`src/source/coreTypes.sv`:
```
`default_nettype none

package coreTypes;

  typedef logic [15:0] wordT;   // Data word
  typedef logic [2:0]  regIdxT; // Register index

  // Major opcode, instruction bits 15..11
  typedef enum logic [4:0] {
    opHalt  = 5'b00000,
    opNop   = 5'b00001,
    opAddi  = 5'b01000,
    opSubi  = 5'b01001,
    opXori  = 5'b01010,
    opAndni = 5'b01011,
    opSt    = 5'b10000,
    opLd    = 5'b10001,
    opSlbi  = 5'b10010,
    opLbi   = 5'b11000,
    opRtype = 5'b11011
  } opcodeT;

  // R-type function field, instruction bits 1..0
  typedef enum logic [1:0] {
    aluAdd  = 2'b00, // A + B
    aluSub  = 2'b01, // B - A
    aluXor  = 2'b10, // A ^ B
    aluAndn = 2'b11  // A & ~B
  } aluFuncT;

  // Field positions inside the instruction word
  localparam int OpLsb   = 11; // Opcode, 5 bits
  localparam int RsLsb   = 8;  // Rs, 3 bits
  localparam int RtLsb   = 5;  // Rt, 3 bits
  localparam int RdLsb   = 2;  // Rd for R-type, 3 bits
  localparam int FuncLsb = 0;  // ALU function for R-type, 2 bits

  localparam wordT nopWord = 16'h0800; // Bubble instruction

endpackage

`default_nettype wire

```
`src/source/pipeBus.sv`:
```
`timescale 1ns/1ps
`default_nettype none

// Decode to execute pipeline register contents
interface decodeExecBus;
  logic                valid;
  coreTypes::opcodeT   op;
  coreTypes::aluFuncT  func;
  coreTypes::wordT     operandA; // Rs as read in decode
  coreTypes::wordT     operandB; // Rt as read in decode
  coreTypes::wordT     imm;      // Extended immediate
  logic                useImm;
  coreTypes::regIdxT   rsSel;
  coreTypes::regIdxT   rtSel;
  coreTypes::regIdxT   destReg;
  logic                destEn;

  modport decode (
    output valid, op, func, operandA, operandB, imm, useImm,
    output rsSel, rtSel, destReg, destEn
  );

  modport execute (
    input valid, op, func, operandA, operandB, imm, useImm,
    input rsSel, rtSel, destReg, destEn
  );
endinterface

// Execute to result pipeline register contents
interface execResultBus;
  logic                valid;
  logic                isLoad;
  logic                isStore;
  coreTypes::regIdxT   destReg;
  logic                destEn;
  coreTypes::wordT     aluResult; // Also the memory address
  coreTypes::wordT     storeData;

  modport execute (
    output valid, isLoad, isStore, destReg, destEn, aluResult, storeData
  );

  modport result (
    input valid, isLoad, isStore, destReg, destEn, aluResult, storeData
  );
endinterface

`default_nettype wire

```
`src/source/regFile.sv`:
```
`timescale 1ns/1ps
`default_nettype none

module regFile (
  input  wire                clk,
  input  wire                reset,
  input  wire coreTypes::regIdxT rdSelA,
  input  wire coreTypes::regIdxT rdSelB,
  input  wire coreTypes::regIdxT wrSel,
  input  wire coreTypes::wordT   wrData,
  input  wire                wrEn,
  output coreTypes::wordT        rdDataA,
  output coreTypes::wordT        rdDataB
);

  coreTypes::wordT regs [8];

  always_ff @(posedge clk) begin
    if (reset) begin
      for (int i = 0; i < 8; i++) begin
        regs[i] <= '0;
      end
    end else if (wrEn) begin
      regs[wrSel] <= wrData;
    end
  end

  // Write-through so a reader in the commit cycle sees the new value
  always_comb begin
    if (wrEn && (wrSel == rdSelA)) begin
      rdDataA = wrData;
    end else begin
      rdDataA = regs[rdSelA];
    end
  end

  always_comb begin
    if (wrEn && (wrSel == rdSelB)) begin
      rdDataB = wrData;
    end else begin
      rdDataB = regs[rdSelB];
    end
  end

endmodule

`default_nettype wire

```
`src/source/decodeStage.sv`:
```
`timescale 1ns/1ps
`default_nettype none

module decodeStage (
  input  wire                    clk,
  input  wire                    reset,
  input  wire coreTypes::wordT   instruction,
  input  wire                    halted,
  input  wire                    commitEn,
  input  wire coreTypes::regIdxT commitReg,
  input  wire coreTypes::wordT   commitData,
  output logic                   stall,
  decodeExecBus.decode           bus
);

  // Unknown codes fall back to NOP
  function automatic coreTypes::opcodeT decodeOp(input logic [4:0] code);
    coreTypes::opcodeT result;
    case (code)
      coreTypes::opHalt, coreTypes::opNop, coreTypes::opAddi, coreTypes::opSubi,
      coreTypes::opXori, coreTypes::opAndni, coreTypes::opSt, coreTypes::opLd,
      coreTypes::opSlbi, coreTypes::opLbi, coreTypes::opRtype:
        result = coreTypes::opcodeT'(code);
      default: result = coreTypes::opNop;
    endcase
    return result;
  endfunction

  coreTypes::opcodeT  rawOp;     // Opcode at the input, for hazard check
  coreTypes::opcodeT  op;        // Opcode of the word going into the register
  coreTypes::wordT    decWord;
  coreTypes::aluFuncT func;
  coreTypes::wordT    imm;
  coreTypes::wordT    rdDataA;
  coreTypes::wordT    rdDataB;
  coreTypes::regIdxT  destReg;
  logic               destEn;
  logic               useImm;
  logic               readsRs;
  logic               readsRt;
  logic               accept;
  logic               haltPending; // HALT accepted, stop taking new words

  regFile regs (
    .clk     (clk),
    .reset   (reset),
    .rdSelA  (instruction[coreTypes::RsLsb +: 3]),
    .rdSelB  (instruction[coreTypes::RtLsb +: 3]),
    .wrSel   (commitReg),
    .wrData  (commitData),
    .wrEn    (commitEn),
    .rdDataA (rdDataA),
    .rdDataB (rdDataB)
  );

  // Load-use check against the load sitting in the output register
  assign rawOp   = decodeOp(instruction[coreTypes::OpLsb +: 5]);
  assign readsRs = rawOp inside {coreTypes::opAddi, coreTypes::opSubi, coreTypes::opXori,
                                 coreTypes::opAndni, coreTypes::opSt, coreTypes::opLd,
                                 coreTypes::opSlbi, coreTypes::opRtype};
  assign readsRt = rawOp inside {coreTypes::opRtype, coreTypes::opSt};
  assign stall   = bus.valid && (bus.op == coreTypes::opLd) && bus.destEn &&
                   ((readsRs && (instruction[coreTypes::RsLsb +: 3] == bus.destReg)) ||
                    (readsRt && (instruction[coreTypes::RtLsb +: 3] == bus.destReg)));

  assign accept  = !stall && !halted && !haltPending;
  assign decWord = accept ? instruction : coreTypes::nopWord; // Bubble when not accepted
  assign op      = decodeOp(decWord[coreTypes::OpLsb +: 5]);

  always_comb begin
    func    = coreTypes::aluAdd;
    imm     = {{11{decWord[4]}}, decWord[4:0]}; // Signed imm5 unless overridden
    useImm  = 1'b1;
    destReg = decWord[coreTypes::RtLsb +: 3];
    destEn  = 1'b0;
    case (op)
      coreTypes::opRtype: begin
        func    = coreTypes::aluFuncT'(decWord[coreTypes::FuncLsb +: 2]);
        useImm  = 1'b0;
        destReg = decWord[coreTypes::RdLsb +: 3];
        destEn  = 1'b1;
      end
      coreTypes::opAddi, coreTypes::opLd: destEn = 1'b1;
      coreTypes::opSubi: begin
        func   = coreTypes::aluSub;
        destEn = 1'b1;
      end
      coreTypes::opXori: begin
        func   = coreTypes::aluXor;
        imm    = {11'h000, decWord[4:0]};
        destEn = 1'b1;
      end
      coreTypes::opAndni: begin
        func   = coreTypes::aluAndn;
        imm    = {11'h000, decWord[4:0]};
        destEn = 1'b1;
      end
      coreTypes::opLbi: begin
        imm     = {{8{decWord[7]}}, decWord[7:0]};
        destReg = decWord[coreTypes::RsLsb +: 3];
        destEn  = 1'b1;
      end
      coreTypes::opSlbi: begin
        imm     = {8'h00, decWord[7:0]};
        destReg = decWord[coreTypes::RsLsb +: 3];
        destEn  = 1'b1;
      end
      default: ; // Store, NOP and HALT write nothing
    endcase
  end

  always_ff @(posedge clk) begin
    if (reset) begin
      bus.valid   <= 1'b0;
      bus.op      <= coreTypes::opNop;
      bus.destEn  <= 1'b0;
      haltPending <= 1'b0;
    end else begin
      bus.valid  <= accept;
      bus.op     <= op;
      bus.destEn <= destEn;
      if (accept && (op == coreTypes::opHalt)) begin
        haltPending <= 1'b1;
      end
    end
  end

  always_ff @(posedge clk) begin
    bus.func     <= func;
    bus.operandA <= rdDataA;
    bus.operandB <= rdDataB;
    bus.imm      <= imm;
    bus.useImm   <= useImm;
    bus.rsSel    <= decWord[coreTypes::RsLsb +: 3];
    bus.rtSel    <= decWord[coreTypes::RtLsb +: 3];
    bus.destReg  <= destReg;
  end

  // A stalled instruction leaves exactly one bubble behind it
  assert property (@(posedge clk) disable iff (reset) stall |=> !bus.valid);

endmodule

`default_nettype wire

```
`src/source/executeStage.sv`:
```
`timescale 1ns/1ps
`default_nettype none

module executeStage (
  input  wire                    clk,
  input  wire                    reset,
  decodeExecBus.execute          inBus,
  execResultBus.execute          outBus,
  input  wire                    commitEn,
  input  wire coreTypes::regIdxT commitReg,
  input  wire coreTypes::wordT   commitData
);

  coreTypes::wordT fwdA;
  coreTypes::wordT fwdB;
  coreTypes::wordT srcB;
  coreTypes::wordT aluOut;
  coreTypes::wordT result;

  // Newest producer wins; a load in outBus never matches thanks to the stall
  function automatic coreTypes::wordT forward(input coreTypes::regIdxT sel,
                                              input coreTypes::wordT regValue);
    coreTypes::wordT value;
    if (outBus.valid && outBus.destEn && !outBus.isLoad && (outBus.destReg == sel)) begin
      value = outBus.aluResult;
    end else if (commitEn && (commitReg == sel)) begin
      value = commitData;
    end else begin
      value = regValue;
    end
    return value;
  endfunction

  assign fwdA = forward(inBus.rsSel, inBus.operandA);
  assign fwdB = forward(inBus.rtSel, inBus.operandB);
  assign srcB = inBus.useImm ? inBus.imm : fwdB;

  always_comb begin
    case (inBus.func)
      coreTypes::aluAdd:  aluOut = fwdA + srcB;
      coreTypes::aluSub:  aluOut = srcB - fwdA;
      coreTypes::aluXor:  aluOut = fwdA ^ srcB;
      coreTypes::aluAndn: aluOut = fwdA & ~srcB;
      default:            aluOut = fwdA + srcB;
    endcase
  end

  always_comb begin
    case (inBus.op)
      coreTypes::opLbi:  result = inBus.imm;
      coreTypes::opSlbi: result = {fwdA[7:0], 8'h00} | inBus.imm;
      default:           result = aluOut; // Also load/store address
    endcase
  end

  // NOPs drop out here, so a valid word with no effect downstream is a HALT
  always_ff @(posedge clk) begin
    if (reset) begin
      outBus.valid   <= 1'b0;
      outBus.isLoad  <= 1'b0;
      outBus.isStore <= 1'b0;
      outBus.destEn  <= 1'b0;
    end else begin
      outBus.valid   <= inBus.valid && (inBus.op != coreTypes::opNop);
      outBus.isLoad  <= inBus.valid && (inBus.op == coreTypes::opLd);
      outBus.isStore <= inBus.valid && (inBus.op == coreTypes::opSt);
      outBus.destEn  <= inBus.valid && inBus.destEn;
    end
  end

  always_ff @(posedge clk) begin
    outBus.destReg   <= inBus.destReg;
    outBus.aluResult <= result;
    outBus.storeData <= fwdB; // Rt value for stores
  end

  assert property (@(posedge clk) disable iff (reset) !(outBus.isLoad && outBus.isStore));

endmodule

`default_nettype wire

```
`src/source/resultStage.sv`:
```
`timescale 1ns/1ps
`default_nettype none

module resultStage #(
  parameter int AddrWidth = 5
) (
  input  wire                   clk,
  input  wire                   reset,
  execResultBus.result          inBus,
  output logic                  commitEn,
  output coreTypes::regIdxT     commitReg,
  output coreTypes::wordT       commitData,
  output logic                  storeEn,
  output logic [AddrWidth-1:0]  storeAddr,
  output coreTypes::wordT       storeData,
  output logic                  halted
);

  localparam int Depth = 2 ** AddrWidth;

  coreTypes::wordT        mem [Depth];
  logic [AddrWidth-1:0]   memAddr;
  coreTypes::wordT        loadData;
  logic                   isHalt;

  assign memAddr  = inBus.aluResult[AddrWidth-1:0]; // Word address, high bits ignored
  assign loadData = mem[memAddr];
  assign isHalt   = inBus.valid && !inBus.isLoad && !inBus.isStore && !inBus.destEn;

  always_ff @(posedge clk) begin
    if (reset) begin
      for (int i = 0; i < Depth; i++) begin
        mem[i] <= '0;
      end
      commitEn <= 1'b0;
      storeEn  <= 1'b0;
      halted   <= 1'b0;
    end else begin
      if (inBus.valid && inBus.isStore) begin
        mem[memAddr] <= inBus.storeData;
      end
      commitEn <= inBus.valid && inBus.destEn;
      storeEn  <= inBus.valid && inBus.isStore;
      if (isHalt) begin
        halted <= 1'b1; // Sticky until reset
      end
    end
  end

  always_ff @(posedge clk) begin
    commitReg  <= inBus.destReg;
    commitData <= inBus.isLoad ? loadData : inBus.aluResult;
    storeAddr  <= memAddr;
    storeData  <= inBus.storeData;
  end

  assert property (@(posedge clk) disable iff (reset) !(commitEn && storeEn));

endmodule

`default_nettype wire

```
`src/source/coreTop.sv`:
```
`timescale 1ns/1ps
`default_nettype none

module coreTop #(
  parameter int AddrWidth = 5
) (
  input  wire                   clk,
  input  wire                   reset,
  input  wire coreTypes::wordT  instruction,
  output logic                  stall,
  output logic                  commitEn,
  output coreTypes::regIdxT     commitReg,
  output coreTypes::wordT       commitData,
  output logic                  storeEn,
  output logic [AddrWidth-1:0]  storeAddr,
  output coreTypes::wordT       storeData,
  output logic                  halted
);

  decodeExecBus decExec ();
  execResultBus execRes ();

  decodeStage decode (
    .clk         (clk),
    .reset       (reset),
    .instruction (instruction),
    .halted      (halted),
    .commitEn    (commitEn),   // Register file write port
    .commitReg   (commitReg),
    .commitData  (commitData),
    .stall       (stall),
    .bus         (decExec.decode)
  );

  executeStage execute (
    .clk        (clk),
    .reset      (reset),
    .inBus      (decExec.execute),
    .outBus     (execRes.execute),
    .commitEn   (commitEn),    // Forwarding source
    .commitReg  (commitReg),
    .commitData (commitData)
  );

  resultStage #(
    .AddrWidth (AddrWidth)
  ) result (
    .clk        (clk),
    .reset      (reset),
    .inBus      (execRes.result),
    .commitEn   (commitEn),
    .commitReg  (commitReg),
    .commitData (commitData),
    .storeEn    (storeEn),
    .storeAddr  (storeAddr),
    .storeData  (storeData),
    .halted     (halted)
  );

endmodule

`default_nettype wire

```
`config.mk`:
```
export PLATFORM = sky130hd
export DESIGN_NAME = coreTop
export DESIGN_NICKNAME = d
export VERILOG_FILES = /design/src/source/coreTypes.sv /design/src/source/pipeBus.sv /design/src/source/regFile.sv /design/src/source/decodeStage.sv /design/src/source/executeStage.sv /design/src/source/resultStage.sv /design/src/source/coreTop.sv
export SDC_FILE = /design/constraint.sdc
export NUM_CORES = 1
export LEC_CHECK = 0
export ABC_AREA = 1
export BUFFER_PORTS_ARGS = -buffer_cell sky130_fd_sc_hd__buf_2
export CAP_MARGIN = 40
export CORE_MARGIN = 1.5
export CORE_UTILIZATION = 45
export CTS_BUF_LIST = sky130_fd_sc_hd__clkbuf_4 sky130_fd_sc_hd__clkbuf_8
export DETAILED_ROUTE_END_ITERATION = 6
export SYNTH_ARGS = -nofsm -noshare
export SYNTH_HDL_FRONTEND = slang
export SYNTH_SLANG_ARGS = --single-unit
```
`constraint.sdc`:
```
create_clock -name clk -period 3.1 [get_ports clk]
set_input_delay 0.93 -clock clk [delete_from_list [all_inputs] [get_ports clk]]
set_output_delay 0.93 -clock clk [all_outputs]
set_load 0.01 [all_outputs]
```
==> metrics.csv <==
metric,value,unit
antenna_found_initial,1,
wl_met3,8880,um
synth_edf_count,640,
hold_viol_final,0,
hold_buffers,0,
place.gp.congestion,0.939,
start_util,45.4,%
worstSetupPathType,reg2reg,
dieArea,79900,um2
hpwl,75000,um
synthMuxAreaShare,0,%
clk_root_buffer_cell,clkbuf_8,
crit_required,3.75,ns
async_flop_share,0,%
grt_pass1_vias,26021,
p_leak,0.0173,uW
synth-seq-area-share,62.7,%
synth_compound_area_share,13.6,%
pin_count,62,
top_layer_used,met4,
fin_crit_sh,115,%
fp.dieH,283,um
clk_pin_slew,0.06,ns
m1WireLength,46400,um
ir_worst_vdd,0.000428,V
worst_hold_slack,0.339,ns
drc,0,
yosys-top-cells-count,"nor2_1 (735), edfxtp_1 (640), nand2_1 (486)",
cp.arrival,4.22,ns
intPower,20000,uW
avgSynthCellArea,10.1,um2
dr.pass1.iters,6,
critPathSlowestCell,dfxtp_2,
rrSetupSlack,-0.47,ns
syn_inst,3479,
wirelength,113000,um
synth_simple_gate_area_share,16.4,%
yosys_most_used_dff,edfxtp_1,
drtIter0Drc,2884,
syn-num-nets,3530,
worstRegToRegCells,28,
worst_pin_slew,0.853,ns
yosys_register_bits,783,
fp.dieW,283,um
synth.top_cell.area_share,54.6,%
critPathCaptureType,flip-flop,
grt_max_degree,122,
path_common_cell,nand2_2,
layout.cells.non_filler,4945,
total_power,30100,uW
ctsHtreeMaxLevel,4,
post_drt_wl_per_cell,22.8,um
synth_warnings,0,
final_nets,3846,
clk_latency,0.79,ns
tritoncts,built,
finalSetupViolCount,11,
whs_path_depth,0,
viasPerCell,5.60,
swShare,33.7,%
clkPwrFrac,32.0,%
yosysUniqueCellTypes,55,
min_path_type,reg2reg,
pwr-share-seq,41.5,%
wl_met2,54300,um
ant_nets,0,
clock_path_buffers,3,
finClkSkew,0.0438,ns
synth-xor-area-share,0.647,%
p_sw,10200,uW
fillers,6874,
status,"finished, violations left",
cts_sinks,783,
cp-start-kind,flip-flop,
routed-via-count,27708,
drive_above_1_share,21.2,%
combPwrFrac,26.5,%
max_freq,0.280,GHz
path_max_fanout,5,
yosys.cell_count.top_type,nor2_1,
slew_violations,0,
core-area,77500,um2
rows,102,
maxCapViolCount,0,
yosysTopAreaCell,edfxtp_1,
placed_cells_incl_taps,4680,
grt_usage,28.1,%
setup_slack,-0.468,ns
failed_checks,negative setup slack,
synthAdderAreaFrac,1.19,%
numCtsBuffers,135,
synthesis.area,35200,um2
io_buffers,61,
rsz0062_at_grt,true,
grt_overflow,0,
area_growth_syn_to_layout,20.3,%
min_period,3.57,ns
grt_pass1_wl,165000,um
synthTopCellsByArea,"edfxtp_1 (55%), dfxtp_1 (8.1%), nor2_1 (7.8%)",
cp_slowest_stage_delay,0.34,ns
powerDensity,711,nW/um2
slew_headroom,43.2,%
synth_top_family_by_area,simple AND/OR/NAND/NOR gates,
[placed cells by master, fill, tap and decap left out, types with 73 or more instances in the layout]
cell / Yosys / layout
nand2_1: 486 / 466
dfxtp_1: 143 / 135
a21oi_1: 158 / 150
inv_1: 209 / 205
a22oi_1: 225 / 224
clkbuf_8: 0 / 148
o211ai_1: 87 / 87
o21ai_0: 189 / 175
nand3_1: 82 / 73
nor2_1: 735 / 725
buf_4: 4 / 323
edfxtp_1: 640 / 640
[sequential cells by signal (all words and copies together) (netlist names), 5 cells and up]
name / count
decode.bus.imm: 9
decode.bus.op: 5
decode.bus.operandA: 16
decode.bus.operandB: 16
decode.regs.regs: 128
execute.outBus.aluResult: 16
execute.outBus.storeData: 16
result.commitData: 16
result.mem: 512
result.storeAddr: 5
result.storeData: 16
[metal layers]
metal,vias to the layer above,track usage [%]
li1,12783,-
met1,13513,38.2
met2,1224,46.3
met3,188,4.06
met4,0,9.52
met5,-,0
[critical path: cells and delay by family, from the launching register on]
kind	cells	cell delay, ns
fa+ha+maj	1	0.28
xor+xnor	1	0.14
buf+inv	2	0.24
simple gates	20	2.02
compound gates	4	0.41
flops	1	0.34
[cell families after synthesis]
family / after synthesis
buffers and inverters: 479
AO/OA/AOI/OAI: 748
adder cells (fa/ha/maj): 33
XOR/XNOR: 26
other: 1
AND/OR/NAND/NOR: 1409
flip-flops: 783
[power by group through the flow]
| stage | registers (uW) | clock network [uW] | logic, uW |
|---|---|---|---|
| finish | 12500 | 9650 | 7980 |
| CTS | 12500 | 9780 | 7810 |
| detailed placement | 12700 | 0 | 7600 |
| global route | 12500 | 10200 | 8430 |
| global placement | 12700 | 0 | 7590 |
| floorplan | 12600 | 0 | 3720 |
[area by class of cell]
type / instances / area [um2] / share of cell area (%)
multi-input combinational: 2217 / 11600 / 27.4
inverter: 221 / 842 / 1.99
clock buffer: 203 / 2450 / 5.78
timing repair buffer: 437 / 3690 / 8.71
clock inverter: 43 / 353 / 0.833
sequential: 783 / 22100 / 52.2
antenna: 1 / 2.50 / 0.00591
tap: 1040 / 1300 / 3.07
[final timing paths]
| kind | start | end |
|---|---|---|
| max | decode.bus.rsSel[1] | execute.outBus.aluResult[13] |
| min | execute.outBus.storeData[10] | result.storeData[10] |
| max reg2reg | decode.bus.rsSel[1] | execute.outBus.aluResult[13] |
| min reg2reg | execute.outBus.storeData[10] | result.storeData[10] |
[repair_timing]
item / in CTS / in global routing
buffers inserted: 16 / 5
resized for setup: 72 / 31
endpoints found under the setup margin: 13 / 14
pin swaps: 46 / 31
cloned: 0 / 0
[per-stage QoR]
step	TNS [ns]	worst slack (ns)	cell area [um2]	utilization, %
after global routing	-5.45	-0.681	42400	54.7
final	-3.31	-0.468	42400	54.7
after global placement	-3.89	-0.559	39100	50.4
after detailed placement	-4.22	-0.582	39100	50.4
after floorplan	-1.31	-0.339	35300	-
after CTS	-3.07	-0.419	42300	54.5
(Power assumes the default switching activity.)
